`src/i2c_settings.svh`:
```
`ifndef I2C_SETTINGS_SVH
`define I2C_SETTINGS_SVH

// system clock, matches the 40 ns period
`define I2C_CLK_FREQ 25000000

// four ticks per SCL bit
`define I2C_QUARTER_RATE 2500000

// clocks per quarter-bit tick
`define I2C_TICK_DIV (`I2C_CLK_FREQ / `I2C_QUARTER_RATE)

`endif

```
`src/i2c_pkg.sv`:
```
package i2c_pkg;

  // same encoding as control register bits 1:0
  typedef enum logic [1:0] {
    CMD_START = 2'd0,
    CMD_STOP  = 2'd1,
    CMD_READ  = 2'd2,
    CMD_WRITE = 2'd3
  } i2c_cmd_e;

  // phases 1/2 are SCL low, 3/4 are SCL high (start/stop excepted)
  typedef enum logic [4:0] {
    ST_IDLE,
    ST_START1, ST_START2, ST_START3, ST_START4,
    ST_STOP1,  ST_STOP2,  ST_STOP3,  ST_STOP4,
    ST_WRITE1, ST_WRITE2, ST_WRITE3, ST_WRITE4,
    ST_READ1,  ST_READ2,  ST_READ3,  ST_READ4,
    ST_SACK1,  ST_SACK2,  ST_SACK3,  ST_SACK4,
    ST_MACK1,  ST_MACK2,  ST_MACK3,  ST_MACK4,
    ST_NAK,
    ST_DONE
  } i2c_state_e;

endpackage

```
`src/i2c_cmd_if.sv`:
```
`timescale 1ns/1ns

interface i2c_cmd_if;

  logic              cmd_valid; // one-cycle launch pulse
  i2c_pkg::i2c_cmd_e cmd;
  logic [7:0]        addr_byte;
  logic [7:0]        tx_byte;
  logic              mack;      // SDA level in master-ack phase

  logic              done;      // one pulse per command
  logic [7:0]        rx_byte;
  logic              nak_err;   // sticky until next start
  logic              sda_level;

  modport ctrl (
    output cmd_valid, cmd, addr_byte, tx_byte, mack,
    input  done, rx_byte, nak_err, sda_level
  );

  modport engine (
    input  cmd_valid, cmd, addr_byte, tx_byte, mack,
    output done, rx_byte, nak_err, sda_level
  );

endinterface

```
`src/i2c_baudgen.sv`:
```
`timescale 1ns/1ns
`include "i2c_settings.svh"

module i2c_baudgen (
  input  logic clk_i,
  input  logic rst_i,
  input  logic enable_i,
  output logic tick_o
);

  localparam int DIV = `I2C_TICK_DIV;
  localparam int CW  = (DIV > 1) ? $clog2(DIV) : 1;
  localparam logic [CW-1:0] LAST = CW'(DIV - 1);

  logic [CW-1:0] cnt_q;

  // restarts from zero on every enable so the first phase is full length
  always_ff @(posedge clk_i or posedge rst_i) begin
    if (rst_i) begin
      cnt_q  <= '0;
      tick_o <= 1'b0;
    end else if (!enable_i) begin
      cnt_q  <= '0;
      tick_o <= 1'b0;
    end else if (cnt_q == LAST) begin
      cnt_q  <= '0;
      tick_o <= 1'b1; // terminal count
    end else begin
      cnt_q  <= cnt_q + 1'b1;
      tick_o <= 1'b0;
    end
  end

endmodule

```
`src/i2c_byte_engine.sv`:
```
`timescale 1ns/1ns

module i2c_byte_engine (
  input  logic      clk_i,
  input  logic      rst_i,
  input  logic      scl_i,
  input  logic      sda_i,
  output logic      scl_o,
  output logic      sda_o,
  i2c_cmd_if.engine cmd
);

  i2c_pkg::i2c_state_e state_q;
  logic [7:0]          shift_q;
  logic [7:0]          rx_q;
  logic [2:0]          bcnt_q;
  logic                nak_q;
  logic                busy;
  logic                tick;
  logic                hi_tick;

  assign busy    = (state_q != i2c_pkg::ST_IDLE);
  assign hi_tick = tick && scl_i; // high phases freeze while SCL is stretched

  assign cmd.done      = (state_q == i2c_pkg::ST_DONE);
  assign cmd.rx_byte   = rx_q;
  assign cmd.nak_err   = nak_q;
  assign cmd.sda_level = sda_o;

  i2c_baudgen i_baudgen (
    .clk_i    (clk_i),
    .rst_i    (rst_i),
    .enable_i (busy),
    .tick_o   (tick)
  );

  always_ff @(posedge clk_i or posedge rst_i) begin
    if (rst_i) begin
      state_q <= i2c_pkg::ST_IDLE;
      scl_o   <= 1'b1;
      sda_o   <= 1'b1;
      shift_q <= 8'h00;
      rx_q    <= 8'h00;
      bcnt_q  <= 3'd0;
      nak_q   <= 1'b0;
    end else begin
      case (state_q)
        i2c_pkg::ST_IDLE: begin
          if (cmd.cmd_valid) begin
            bcnt_q <= 3'd7;
            case (cmd.cmd)
              i2c_pkg::CMD_START: begin
                nak_q   <= 1'b0;
                sda_o   <= 1'b1; // release SDA before SCL
                state_q <= i2c_pkg::ST_START1;
              end
              i2c_pkg::CMD_STOP: state_q <= i2c_pkg::ST_STOP1;
              i2c_pkg::CMD_READ: begin
                sda_o   <= 1'b1; // slave drives the data
                state_q <= i2c_pkg::ST_READ1;
              end
              default: begin
                shift_q <= cmd.tx_byte;
                state_q <= i2c_pkg::ST_WRITE1;
              end
            endcase
          end
        end
        // start or repeated start
        i2c_pkg::ST_START1: if (tick) begin
          scl_o   <= 1'b1;
          state_q <= i2c_pkg::ST_START2;
        end
        i2c_pkg::ST_START2: if (hi_tick) begin
          sda_o   <= 1'b0; // start condition
          state_q <= i2c_pkg::ST_START3;
        end
        i2c_pkg::ST_START3: if (hi_tick) state_q <= i2c_pkg::ST_START4;
        i2c_pkg::ST_START4: if (hi_tick) begin
          scl_o   <= 1'b0;
          shift_q <= cmd.addr_byte; // address byte follows the start
          bcnt_q  <= 3'd7;
          state_q <= i2c_pkg::ST_WRITE1;
        end
        i2c_pkg::ST_WRITE1: if (tick) begin
          sda_o   <= shift_q[7];
          state_q <= i2c_pkg::ST_WRITE2;
        end
        i2c_pkg::ST_WRITE2: if (tick) begin
          scl_o   <= 1'b1;
          state_q <= i2c_pkg::ST_WRITE3;
        end
        i2c_pkg::ST_WRITE3: if (hi_tick) state_q <= i2c_pkg::ST_WRITE4;
        i2c_pkg::ST_WRITE4: if (hi_tick) begin
          scl_o   <= 1'b0;
          shift_q <= {shift_q[6:0], 1'b0};
          bcnt_q  <= bcnt_q - 1'b1;
          state_q <= (bcnt_q == 3'd0) ? i2c_pkg::ST_SACK1 : i2c_pkg::ST_WRITE1;
        end
        i2c_pkg::ST_SACK1: if (tick) begin
          sda_o   <= 1'b1;
          state_q <= i2c_pkg::ST_SACK2;
        end
        i2c_pkg::ST_SACK2: if (tick) begin
          scl_o   <= 1'b1;
          state_q <= i2c_pkg::ST_SACK3;
        end
        i2c_pkg::ST_SACK3: if (hi_tick) state_q <= i2c_pkg::ST_SACK4;
        i2c_pkg::ST_SACK4: if (hi_tick) begin
          scl_o   <= 1'b0;
          state_q <= sda_i ? i2c_pkg::ST_NAK : i2c_pkg::ST_DONE; // sample ack at end of high
        end
        i2c_pkg::ST_NAK: begin
          nak_q   <= 1'b1;
          state_q <= i2c_pkg::ST_DONE;
        end
        i2c_pkg::ST_READ1: if (tick) state_q <= i2c_pkg::ST_READ2;
        i2c_pkg::ST_READ2: if (tick) begin
          scl_o   <= 1'b1;
          state_q <= i2c_pkg::ST_READ3;
        end
        i2c_pkg::ST_READ3: if (hi_tick) begin
          rx_q    <= {rx_q[6:0], sda_i}; // msb first
          state_q <= i2c_pkg::ST_READ4;
        end
        i2c_pkg::ST_READ4: if (hi_tick) begin
          scl_o   <= 1'b0;
          bcnt_q  <= bcnt_q - 1'b1;
          state_q <= (bcnt_q == 3'd0) ? i2c_pkg::ST_MACK1 : i2c_pkg::ST_READ1;
        end
        i2c_pkg::ST_MACK1: if (tick) begin
          sda_o   <= cmd.mack;
          state_q <= i2c_pkg::ST_MACK2;
        end
        i2c_pkg::ST_MACK2: if (tick) begin
          scl_o   <= 1'b1;
          state_q <= i2c_pkg::ST_MACK3;
        end
        i2c_pkg::ST_MACK3: if (hi_tick) state_q <= i2c_pkg::ST_MACK4;
        i2c_pkg::ST_MACK4: if (hi_tick) begin
          scl_o   <= 1'b0;
          state_q <= i2c_pkg::ST_DONE;
        end
        i2c_pkg::ST_STOP1: if (tick) begin
          sda_o   <= 1'b0; // SCL still low here
          state_q <= i2c_pkg::ST_STOP2;
        end
        i2c_pkg::ST_STOP2: if (tick) begin
          scl_o   <= 1'b1;
          state_q <= i2c_pkg::ST_STOP3;
        end
        i2c_pkg::ST_STOP3: if (hi_tick) begin
          sda_o   <= 1'b1; // stop condition
          state_q <= i2c_pkg::ST_STOP4;
        end
        i2c_pkg::ST_STOP4: if (hi_tick) state_q <= i2c_pkg::ST_DONE;
        default: state_q <= i2c_pkg::ST_IDLE; // done lasts one cycle
      endcase
    end
  end

endmodule

```
`src/i2c_master.sv`:
```
`timescale 1ns/1ns

module i2c_master (
  input  logic        clk_i,
  input  logic        rst_i,
  input  logic        cyc_i,
  input  logic        stb_i,
  input  logic        we_i,
  input  logic [1:0]  adr_i,
  input  logic [3:0]  sel_i,
  input  logic [31:0] dat_i,
  output logic [31:0] dat_o,
  output logic        ack_o,
  output logic        scl_o,
  output logic        sda_o,
  input  logic        scl_i,
  input  logic        sda_i
);

  i2c_cmd_if i_cmd_if ();

  i2c_wb_regs i_wb_regs (
    .clk_i (clk_i),
    .rst_i (rst_i),
    .cyc_i (cyc_i),
    .stb_i (stb_i),
    .we_i  (we_i),
    .adr_i (adr_i),
    .sel_i (sel_i),
    .dat_i (dat_i),
    .dat_o (dat_o),
    .ack_o (ack_o),
    .scl_i (scl_i),
    .sda_i (sda_i),
    .cmd   (i_cmd_if.ctrl)
  );

  i2c_byte_engine i_byte_engine (
    .clk_i (clk_i),
    .rst_i (rst_i),
    .scl_i (scl_i),
    .sda_i (sda_i),
    .scl_o (scl_o),
    .sda_o (sda_o),
    .cmd   (i_cmd_if.engine)
  );

endmodule

```
`src/i2c_wb_regs.sv`:
```
`timescale 1ns/1ns

module i2c_wb_regs (
  input  logic        clk_i,
  input  logic        rst_i,
  input  logic        cyc_i,
  input  logic        stb_i,
  input  logic        we_i,
  input  logic [1:0]  adr_i,
  input  logic [3:0]  sel_i,
  input  logic [31:0] dat_i,
  output logic [31:0] dat_o,
  output logic        ack_o,
  input  logic        scl_i,
  input  logic        sda_i,
  i2c_cmd_if.ctrl     cmd
);

  typedef enum logic {
    WB_IDLE,
    WB_WAIT
  } wb_state_e;

  wb_state_e         state_q;
  logic              req_q;       // register access, ack next cycle
  logic              cmd_valid_q;
  i2c_pkg::i2c_cmd_e cmd_q;
  logic              mack_q;
  logic [7:0]        addr_q;
  logic [7:0]        data_q;
  logic              access;
  logic              launch;
  logic [31:0]       status;

  // strobes are ignored while a cycle is still in flight
  assign access = cyc_i && stb_i && (state_q == WB_IDLE) && !req_q && !ack_o;
  assign launch = access && we_i && (adr_i == 2'd1) && sel_i[0];

  assign status = {27'h0, mack_q, scl_i, sda_i, cmd.sda_level, cmd.nak_err};

  assign cmd.cmd_valid = cmd_valid_q;
  assign cmd.cmd       = cmd_q;
  assign cmd.addr_byte = addr_q;
  assign cmd.tx_byte   = data_q;
  assign cmd.mack      = mack_q;

  always_ff @(posedge clk_i or posedge rst_i) begin
    if (rst_i) begin
      state_q     <= WB_IDLE;
      req_q       <= 1'b0;
      ack_o       <= 1'b0;
      cmd_valid_q <= 1'b0;
      cmd_q       <= i2c_pkg::CMD_START;
      mack_q      <= 1'b0;
      addr_q      <= 8'h00;
      data_q      <= 8'h00;
    end else begin
      cmd_valid_q <= launch;
      req_q       <= access && !launch;
      ack_o       <= req_q || ((state_q == WB_WAIT) && cmd.done);

      if (launch) begin
        state_q <= WB_WAIT; // hold ack until the engine finishes
        cmd_q   <= i2c_pkg::i2c_cmd_e'(dat_i[1:0]);
      end else if ((state_q == WB_WAIT) && cmd.done) begin
        state_q <= WB_IDLE;
      end

      if (access && we_i && (adr_i == 2'd0)) begin
        if (sel_i[2]) begin
          mack_q <= dat_i[16];
        end
        if (sel_i[1]) begin
          addr_q <= dat_i[15:8];
        end
        if (sel_i[0]) begin
          data_q <= dat_i[7:0];
        end
      end
    end
  end

  // read data is valid together with ack_o
  always_ff @(posedge clk_i) begin
    if (access && !we_i) begin
      if (adr_i == 2'd1) begin
        dat_o <= status;
      end else if (adr_i == 2'd0) begin
        dat_o <= {16'h0, addr_q, cmd.rx_byte};
      end else begin
        dat_o <= 32'h0;
      end
    end
  end

endmodule

```
`config.mk`:
```
export PLATFORM = sky130hd
export DESIGN_NAME = i2c_master
export DESIGN_NICKNAME = d
export VERILOG_FILES = /design/src/i2c_pkg.sv /design/src/i2c_cmd_if.sv /design/src/i2c_baudgen.sv /design/src/i2c_byte_engine.sv /design/src/i2c_master.sv /design/src/i2c_wb_regs.sv
export VERILOG_INCLUDE_DIRS = /design/src
export SDC_FILE = /design/constraint.sdc
export NUM_CORES = 1
export LEC_CHECK = 0
export ABC_AREA = 0
export BUFFER_PORTS_ARGS = -buffer_cell sky130_fd_sc_hd__buf_2
export CAP_MARGIN = 20
export CORE_MARGIN = 2
export CORE_UTILIZATION = 50
export CTS_CLUSTER_DIAMETER = 150
export DETAILED_ROUTE_END_ITERATION = 10
export PLACE_DENSITY = 0.74
export SYNTH_ARGS = -nofsm -noshare
export SYNTH_HDL_FRONTEND = slang
export SYNTH_HIERARCHICAL = 1
export SYNTH_SLANG_ARGS = --single-unit
```
`constraint.sdc`:
```
create_clock -name clk_i -period 2.1 [get_ports clk_i]
set_input_delay 0.42 -clock clk_i [delete_from_list [all_inputs] [get_ports clk_i]]
set_output_delay 0.42 -clock clk_i [all_outputs]
set_load 0.02 [all_outputs]
```
**Yosys cells after proc, flatten, opt, wreduce, memory -nomap -nowiden**

Index checks and enable logic that the tools add are counted.

- Reduce and logical (&&, ||, !) cells: 45
- Equal/unequal tests: 60
- Bitwise gates (word level): 2
- Muxes and demuxes: 59
- Add/sub/neg operators: 2

Operators by type and width:

| operator | number |
|---|---|
| 5-bit 2-to-1 mux | 28 |
| 5-bit one-hot mux with 25 select lines | 1 |
| 5-bit == test, second input constant | 11 |
| 5-bit by 4-bit == test with 1-bit output, second input constant | 8 |
| 8-bit 2-to-1 mux | 4 |
| 2-bit by 1-bit != test with 1-bit output, second input constant | 15 |
| 2-bit != test, second input constant | 15 |
| 8-bit one-hot mux with 3 select lines | 1 |
| 24-bit AND reduction | 1 |
| 5-bit by 3-bit == test with 1-bit output, second input constant | 4 |
| 1-bit 2-to-1 mux | 14 |
| 1-bit logical AND | 12 |
| 4-bit one-hot mux with 3 select lines | 1 |
| 5-bit by 2-bit == test with 1-bit output, second input constant | 2 |
| 3-bit 2-to-1 mux | 3 |
| 3-bit one-hot mux with 3 select lines | 1 |
| 9-bit AND reduction | 1 |
| 4-bit 2-to-1 mux | 2 |
| 2-bit AND reduction | 4 |
| 2-bit OR reduction | 4 |
| 1-bit one-hot mux with 7 select lines | 1 |
| 7-bit nonzero test | 1 |
| 3-bit AND reduction | 2 |
| 2-bit nonzero test | 3 |
| 21 further kinds | 29 |

- Output and inout bits: 35
- Logic and storage cells: 188
- Bits of input ports: 45
- Flip-flop bits (word level): 87

**Depth between registers and ports, before layout**

- Word-level depth: 9
- Depth in mapped cells: 8
- Depth with buffers taken out: 7

**Modules after synthesis**

The synthesis kept the hierarchy.

By module, submodules not included:

| module | seq. area each (um^2) | times used | cells each | area an instance (um^2) |
|---|---|---|---|---|
| i2c_byte_engine | 678.2 | 1 | 212 | 1868.0 |
| i2c_wb_regs | 1056.0 | 1 | 114 | 1712.9 |
| i2c_baudgen | 125.1 | 1 | 22 | 241.5 |

**Worst setup path before layout**

OpenSTA, ideal clock, no wires.

- Kind: reg2reg
- From: register i_wb_regs.ack_o
- To: register i_wb_regs.dat_o[0], enable pin
- Required time: 1.711 ns
- Buffers on the path: 0
- Cell stages (with the launch flop): 4
- Setup time: 0.389 ns
- Clock period less this slack: 2.029 ns
- Arrival time: 1.641 ns
- Path slack: 0.071 ns
- Path through: dfrtp_1 and4bb_4 nand2_1 nor2_1

- Word-level cells in the longest chain between the ends: 3

Ends and longest elaborated chain:

| item | line | RTL |
|---|---|---|
| start: declaration | i2c_wb_regs.sv:13 | `output logic ack_o,` |
| start signal: assignment | i2c_wb_regs.sv:60 | `ack_o <= req_q \|\| ((state_q == WB_WAIT) && cmd.done);` |
| 1-bit logical NOT | i2c_wb_regs.sv:36 | `assign access = cyc_i && stb_i && (state_q == WB_IDLE) && !req_q && !ack_o;` |
| 1-bit logical AND | i2c_wb_regs.sv:36 |  |
| 1-bit logical AND | i2c_wb_regs.sv:85 | `if (access && !we_i) begin` |
| end signal: assignment | i2c_wb_regs.sv:87 | `dat_o <= status;` |
| end signal: assignment | i2c_wb_regs.sv:89 | `dat_o <= {16'h0, addr_q, cmd.rx_byte};` |
| end: declaration | i2c_wb_regs.sv:12 | `output logic [31:0] dat_o,` |

No other way between the ends.
A chain may end at the register's enable or synchronous reset.

**Worst setup path in the final report**

- From: register i_byte_engine.state_q[2]
- To: register i_byte_engine.state_q[0]

- Word-level cells in the longest chain between the ends: 4
- Elaborated cells on any way between the ends: 53
- Classes of those cells: eq/ne: 49; mux: 1; reduce/logical: 3

Ends and longest elaborated chain:

| item | line | RTL |
|---|---|---|
| start: declaration | i2c_byte_engine.sv:13 | `i2c_pkg::i2c_state_e state_q;` |
| start signal: assignment | i2c_byte_engine.sv:39 | `state_q <= i2c_pkg::ST_IDLE;` |
| start signal: assignment | i2c_byte_engine.sv:55 | `state_q <= i2c_pkg::ST_START1;` |
| start signal: assignment | i2c_byte_engine.sv:57 | `i2c_pkg::CMD_STOP: state_q <= i2c_pkg::ST_STOP1;` |
| 5-bit == test / 5-bit by 4-bit == test with 1-bit output (equally long branches) | i2c_byte_engine.sv:47 | `case (state_q)` |
| 2-bit OR reduction (no source line) | n/a |  |
| 2-bit by 1-bit != test with 1-bit output (no source line) | n/a |  |
| 24-bit AND reduction (no source line) | n/a |  |

Several ways; a longest one is shown, not always the timed one.

==> impl_results.md <==
- Die Ht: 91.4 um
- Setup crit start: i_byte_engine/state_q[2]
- Clock slew at reported path FFs: 0.08 ns
- Crit-path max cell delay: 0.52 ns
- Syn Area/Cell: 11.0 sq um
- Post-DR wirelength/cell: 14.6 um
- CP Max Fanout: 15
- Worst min path class: primary input to register
- CP arrival: 2.22 ns
- DRT iter0 DRCs: 184
- Max-slew violations: 0
- # Max-Cap Violations: 0
- Worst path slowest cell: dfrtp_2
- Die X-Extent: 91.4 um
- Most frequent cells in the layout: dfrtp_1, buf_2, nand2_1, buf_4, mux2_2
- TritonCTS clock tree: done
- Vias per cell: 5.35
- CP required: 2.34 ns
- Placer Congestion: 0.842
- Syn Inst Count: 348
- Final WL: 7.65 mm
- I/O Pins: 80
- Pleak: 2.02 nW
- Detail Route Antenna Nets: 0
- Maximum clock rate: 504 MHz
- Postcts setup bufs: 0
- Total track usage: 0.195
- Min-delay src: dat_i[7]
- Synth unique cells: 62
- Setup Crit Path Kind: register to register
- Cell row count: 31
- CTS sink cnt: 71
- Layout cells sized above 1: 0.352
- Core area: 0.00733 sq mm
- Kind of end point of the critical path: register
- Root buf cell: clkbuf_8
- Register area: 0.00186 sq mm
- Largest net degree at the start of global routing: 28
- Async SR Flop Fraction: 0.775
- RR Startpoint: i_byte_engine/state_q[2]
- Vias in the first global route: 2683
- # diodes: 0
- Status: completed
- Initial antenna violation count: 0
- Final worst-path cycle share: 0.945
- Power Density: 1180 mW/mm^2
- Final setup fails: 0
- Critical path cell sequence: nor3_1 > nor2_1 > o221a_2 > nor3_2 > mux2_2
- Cell Area, Synth: 0.00382 sq mm
- Tmin final: 1.98 ns
- GR Overflow Total: 0
- CP startpoint kind: register
- Seq cells post-synth: 71
- Total power: 0.00530 W
- Share of the yosys chip area belonging to registers: 0.486
- Most used DFF post-synth: dfrtp_1
- Layout Nets: 473
- Post-synth EDFFs: 16
- 1st-pass router iterations: 4
- Port Buffers: 47
- Htree depth: 3
- Clock tree buffer depth: 2
- Setup TNS: 0 ns
- Final Hold Viols: 0
- Final core utilization: 0.614
- Area growth syn-to-layout: 17.8%
- CTS buffer count: 9
- DRC Markers: 0
- First-pass GRT wire length: 12.9 mm
- Commonest non-fill, non-tap cell in the layout: dfrtp_1
- Initial Util: 0.521
- Setup Skew: 0.0110 ns
- Die ar.: 0.00836 sq mm
- VDD IR max: 0.000599 V
- Clk_lat worst skew: 0.35 ns
- DPL Wire Length: 5.62 mm
- Hold_ws: 0.300 ns
- Ys Warns: 6
- FILL cells: 594
- Vias: 2808
- Multi-input gate area: 0.00174 sq mm
- RSZ-0062 raised after global routing: no
==> flip-flops by register name, summed over array words and instances (netlist names), 3 cells and up <==
| signal | flops |
|---|---|
| i_byte_engine/bcnt_q | 3 |
| i_byte_engine/cmd.rx_byte | 8 |
| i_byte_engine/i_baudgen/cnt_q | 4 |
| i_byte_engine/shift_q | 8 |
| i_byte_engine/state_q | 5 |
| i_wb_regs/cmd.addr_byte | 8 |
| i_wb_regs/cmd.tx_byte | 8 |
| i_wb_regs/dat_o | 16 |
==> metal layers <==
metal / track usage / wire length (um)
met2: 0.304 / 3590
met4: 0.104 / 161
met5: 0 / 0
met1: 0.255 / 3490
met3: 0.0398 / 415
==> cells in the mapped netlist (all sizes together) (7+ instances only) <==
library cell | n | share of area
clkbuf | 7 | 0.0069
buf | 27 | 0.055
nand2b | 7 | 0.013
edfxtp | 16 | 0.13
a221oi | 8 | 0.018
o21ai | 20 | 0.026
mux2i | 7 | 0.018
ha | 7 | 0.023
inv | 11 | 0.011
a21oi | 10 | 0.013
mux2 | 32 | 0.097
dfrtp | 53 | 0.35
and2 | 13 | 0.021
nand2 | 34 | 0.034
nor2 | 29 | 0.028
==> worst max-delay path, delay by kind of cell (launching register included) <==
kind	cells	cell delay, ns
DFF	1	0.52
muxes	1	0.39
AOI/OAI and AO/OA	1	0.26
and+or+nand+nor	3	0.71
==> report_power, final <==
part | internal, W | total (W) | switching (W)
registers | 0.00164 | 0.00190 | 0.000257
clock network | 0.000683 | 0.00123 | 0.000550
logic | 0.00105 | 0.00217 | 0.00113
==> path summary, 6_finish.rpt <==
check | to | slack, ns | cells after the start
worst min register to register | i_byte_engine/shift_q[7] | 0.48 | 2
worst max register to register | i_byte_engine/state_q[0] | 0.12 | 5
worst max-delay path | i_byte_engine/state_q[0] | 0.12 | 5
worst min-delay path | i_wb_regs/cmd.tx_byte[7] | 0.30 | 2
min in group asynchronous | i_byte_engine/i_baudgen/cnt_q[2] | 0.53 | 3
max in group asynchronous | i_byte_engine/cmd.sda_level | 1.08 | 4
==> area by class of cell <==
cell class / instances / share of cell area
multi-input cells: 247 / 0.387
repair buffers: 81 / 0.112
flip-flops and latches: 71 / 0.414
inverters: 11 / 0.00917
clock inverters: 7 / 0.0222
well taps: 99 / 0.0275
clock buffers: 9 / 0.0275
==> what timing repair did <==
item,in CTS,in global routing
setup endpoints to repair,0,5
resized for setup,0,5
hold endpoints to repair,5,0
hold buffers,1,0
==> cells by family (layout without fill, tap and decap cells) <==
| family | after synthesis | count (layout) | share of synthesized area |
|---|---|---|---|
| compound gates | 60 | 60 | 0.106 |
| xor+xnor | 3 | 3 | 0.00688 |
| fa+ha+maj | 7 | 7 | 0.0229 |
| buf+inv | 45 | 108 | 0.0730 |
| flops | 71 | 71 | 0.486 |
| mux | 39 | 39 | 0.116 |
| other cells | 1 | 16 | 0.000981 |
| simple gates | 122 | 122 | 0.188 |
==> stage by stage <==
step | worst slack (ns) | instance area [sq um] | cells
floorplan | 0.0705 | 3880 | 363
global placement | 0.0765 | 4260 | 508
detailed placement | 0.0432 | 4260 | 508
CTS | 0.0224 | 4490 | 525
global route | 0.0182 | 4500 | 525
finish | 0.117 | 4500 | 525
No activity file was read; power rests on OpenSTA's default activity.
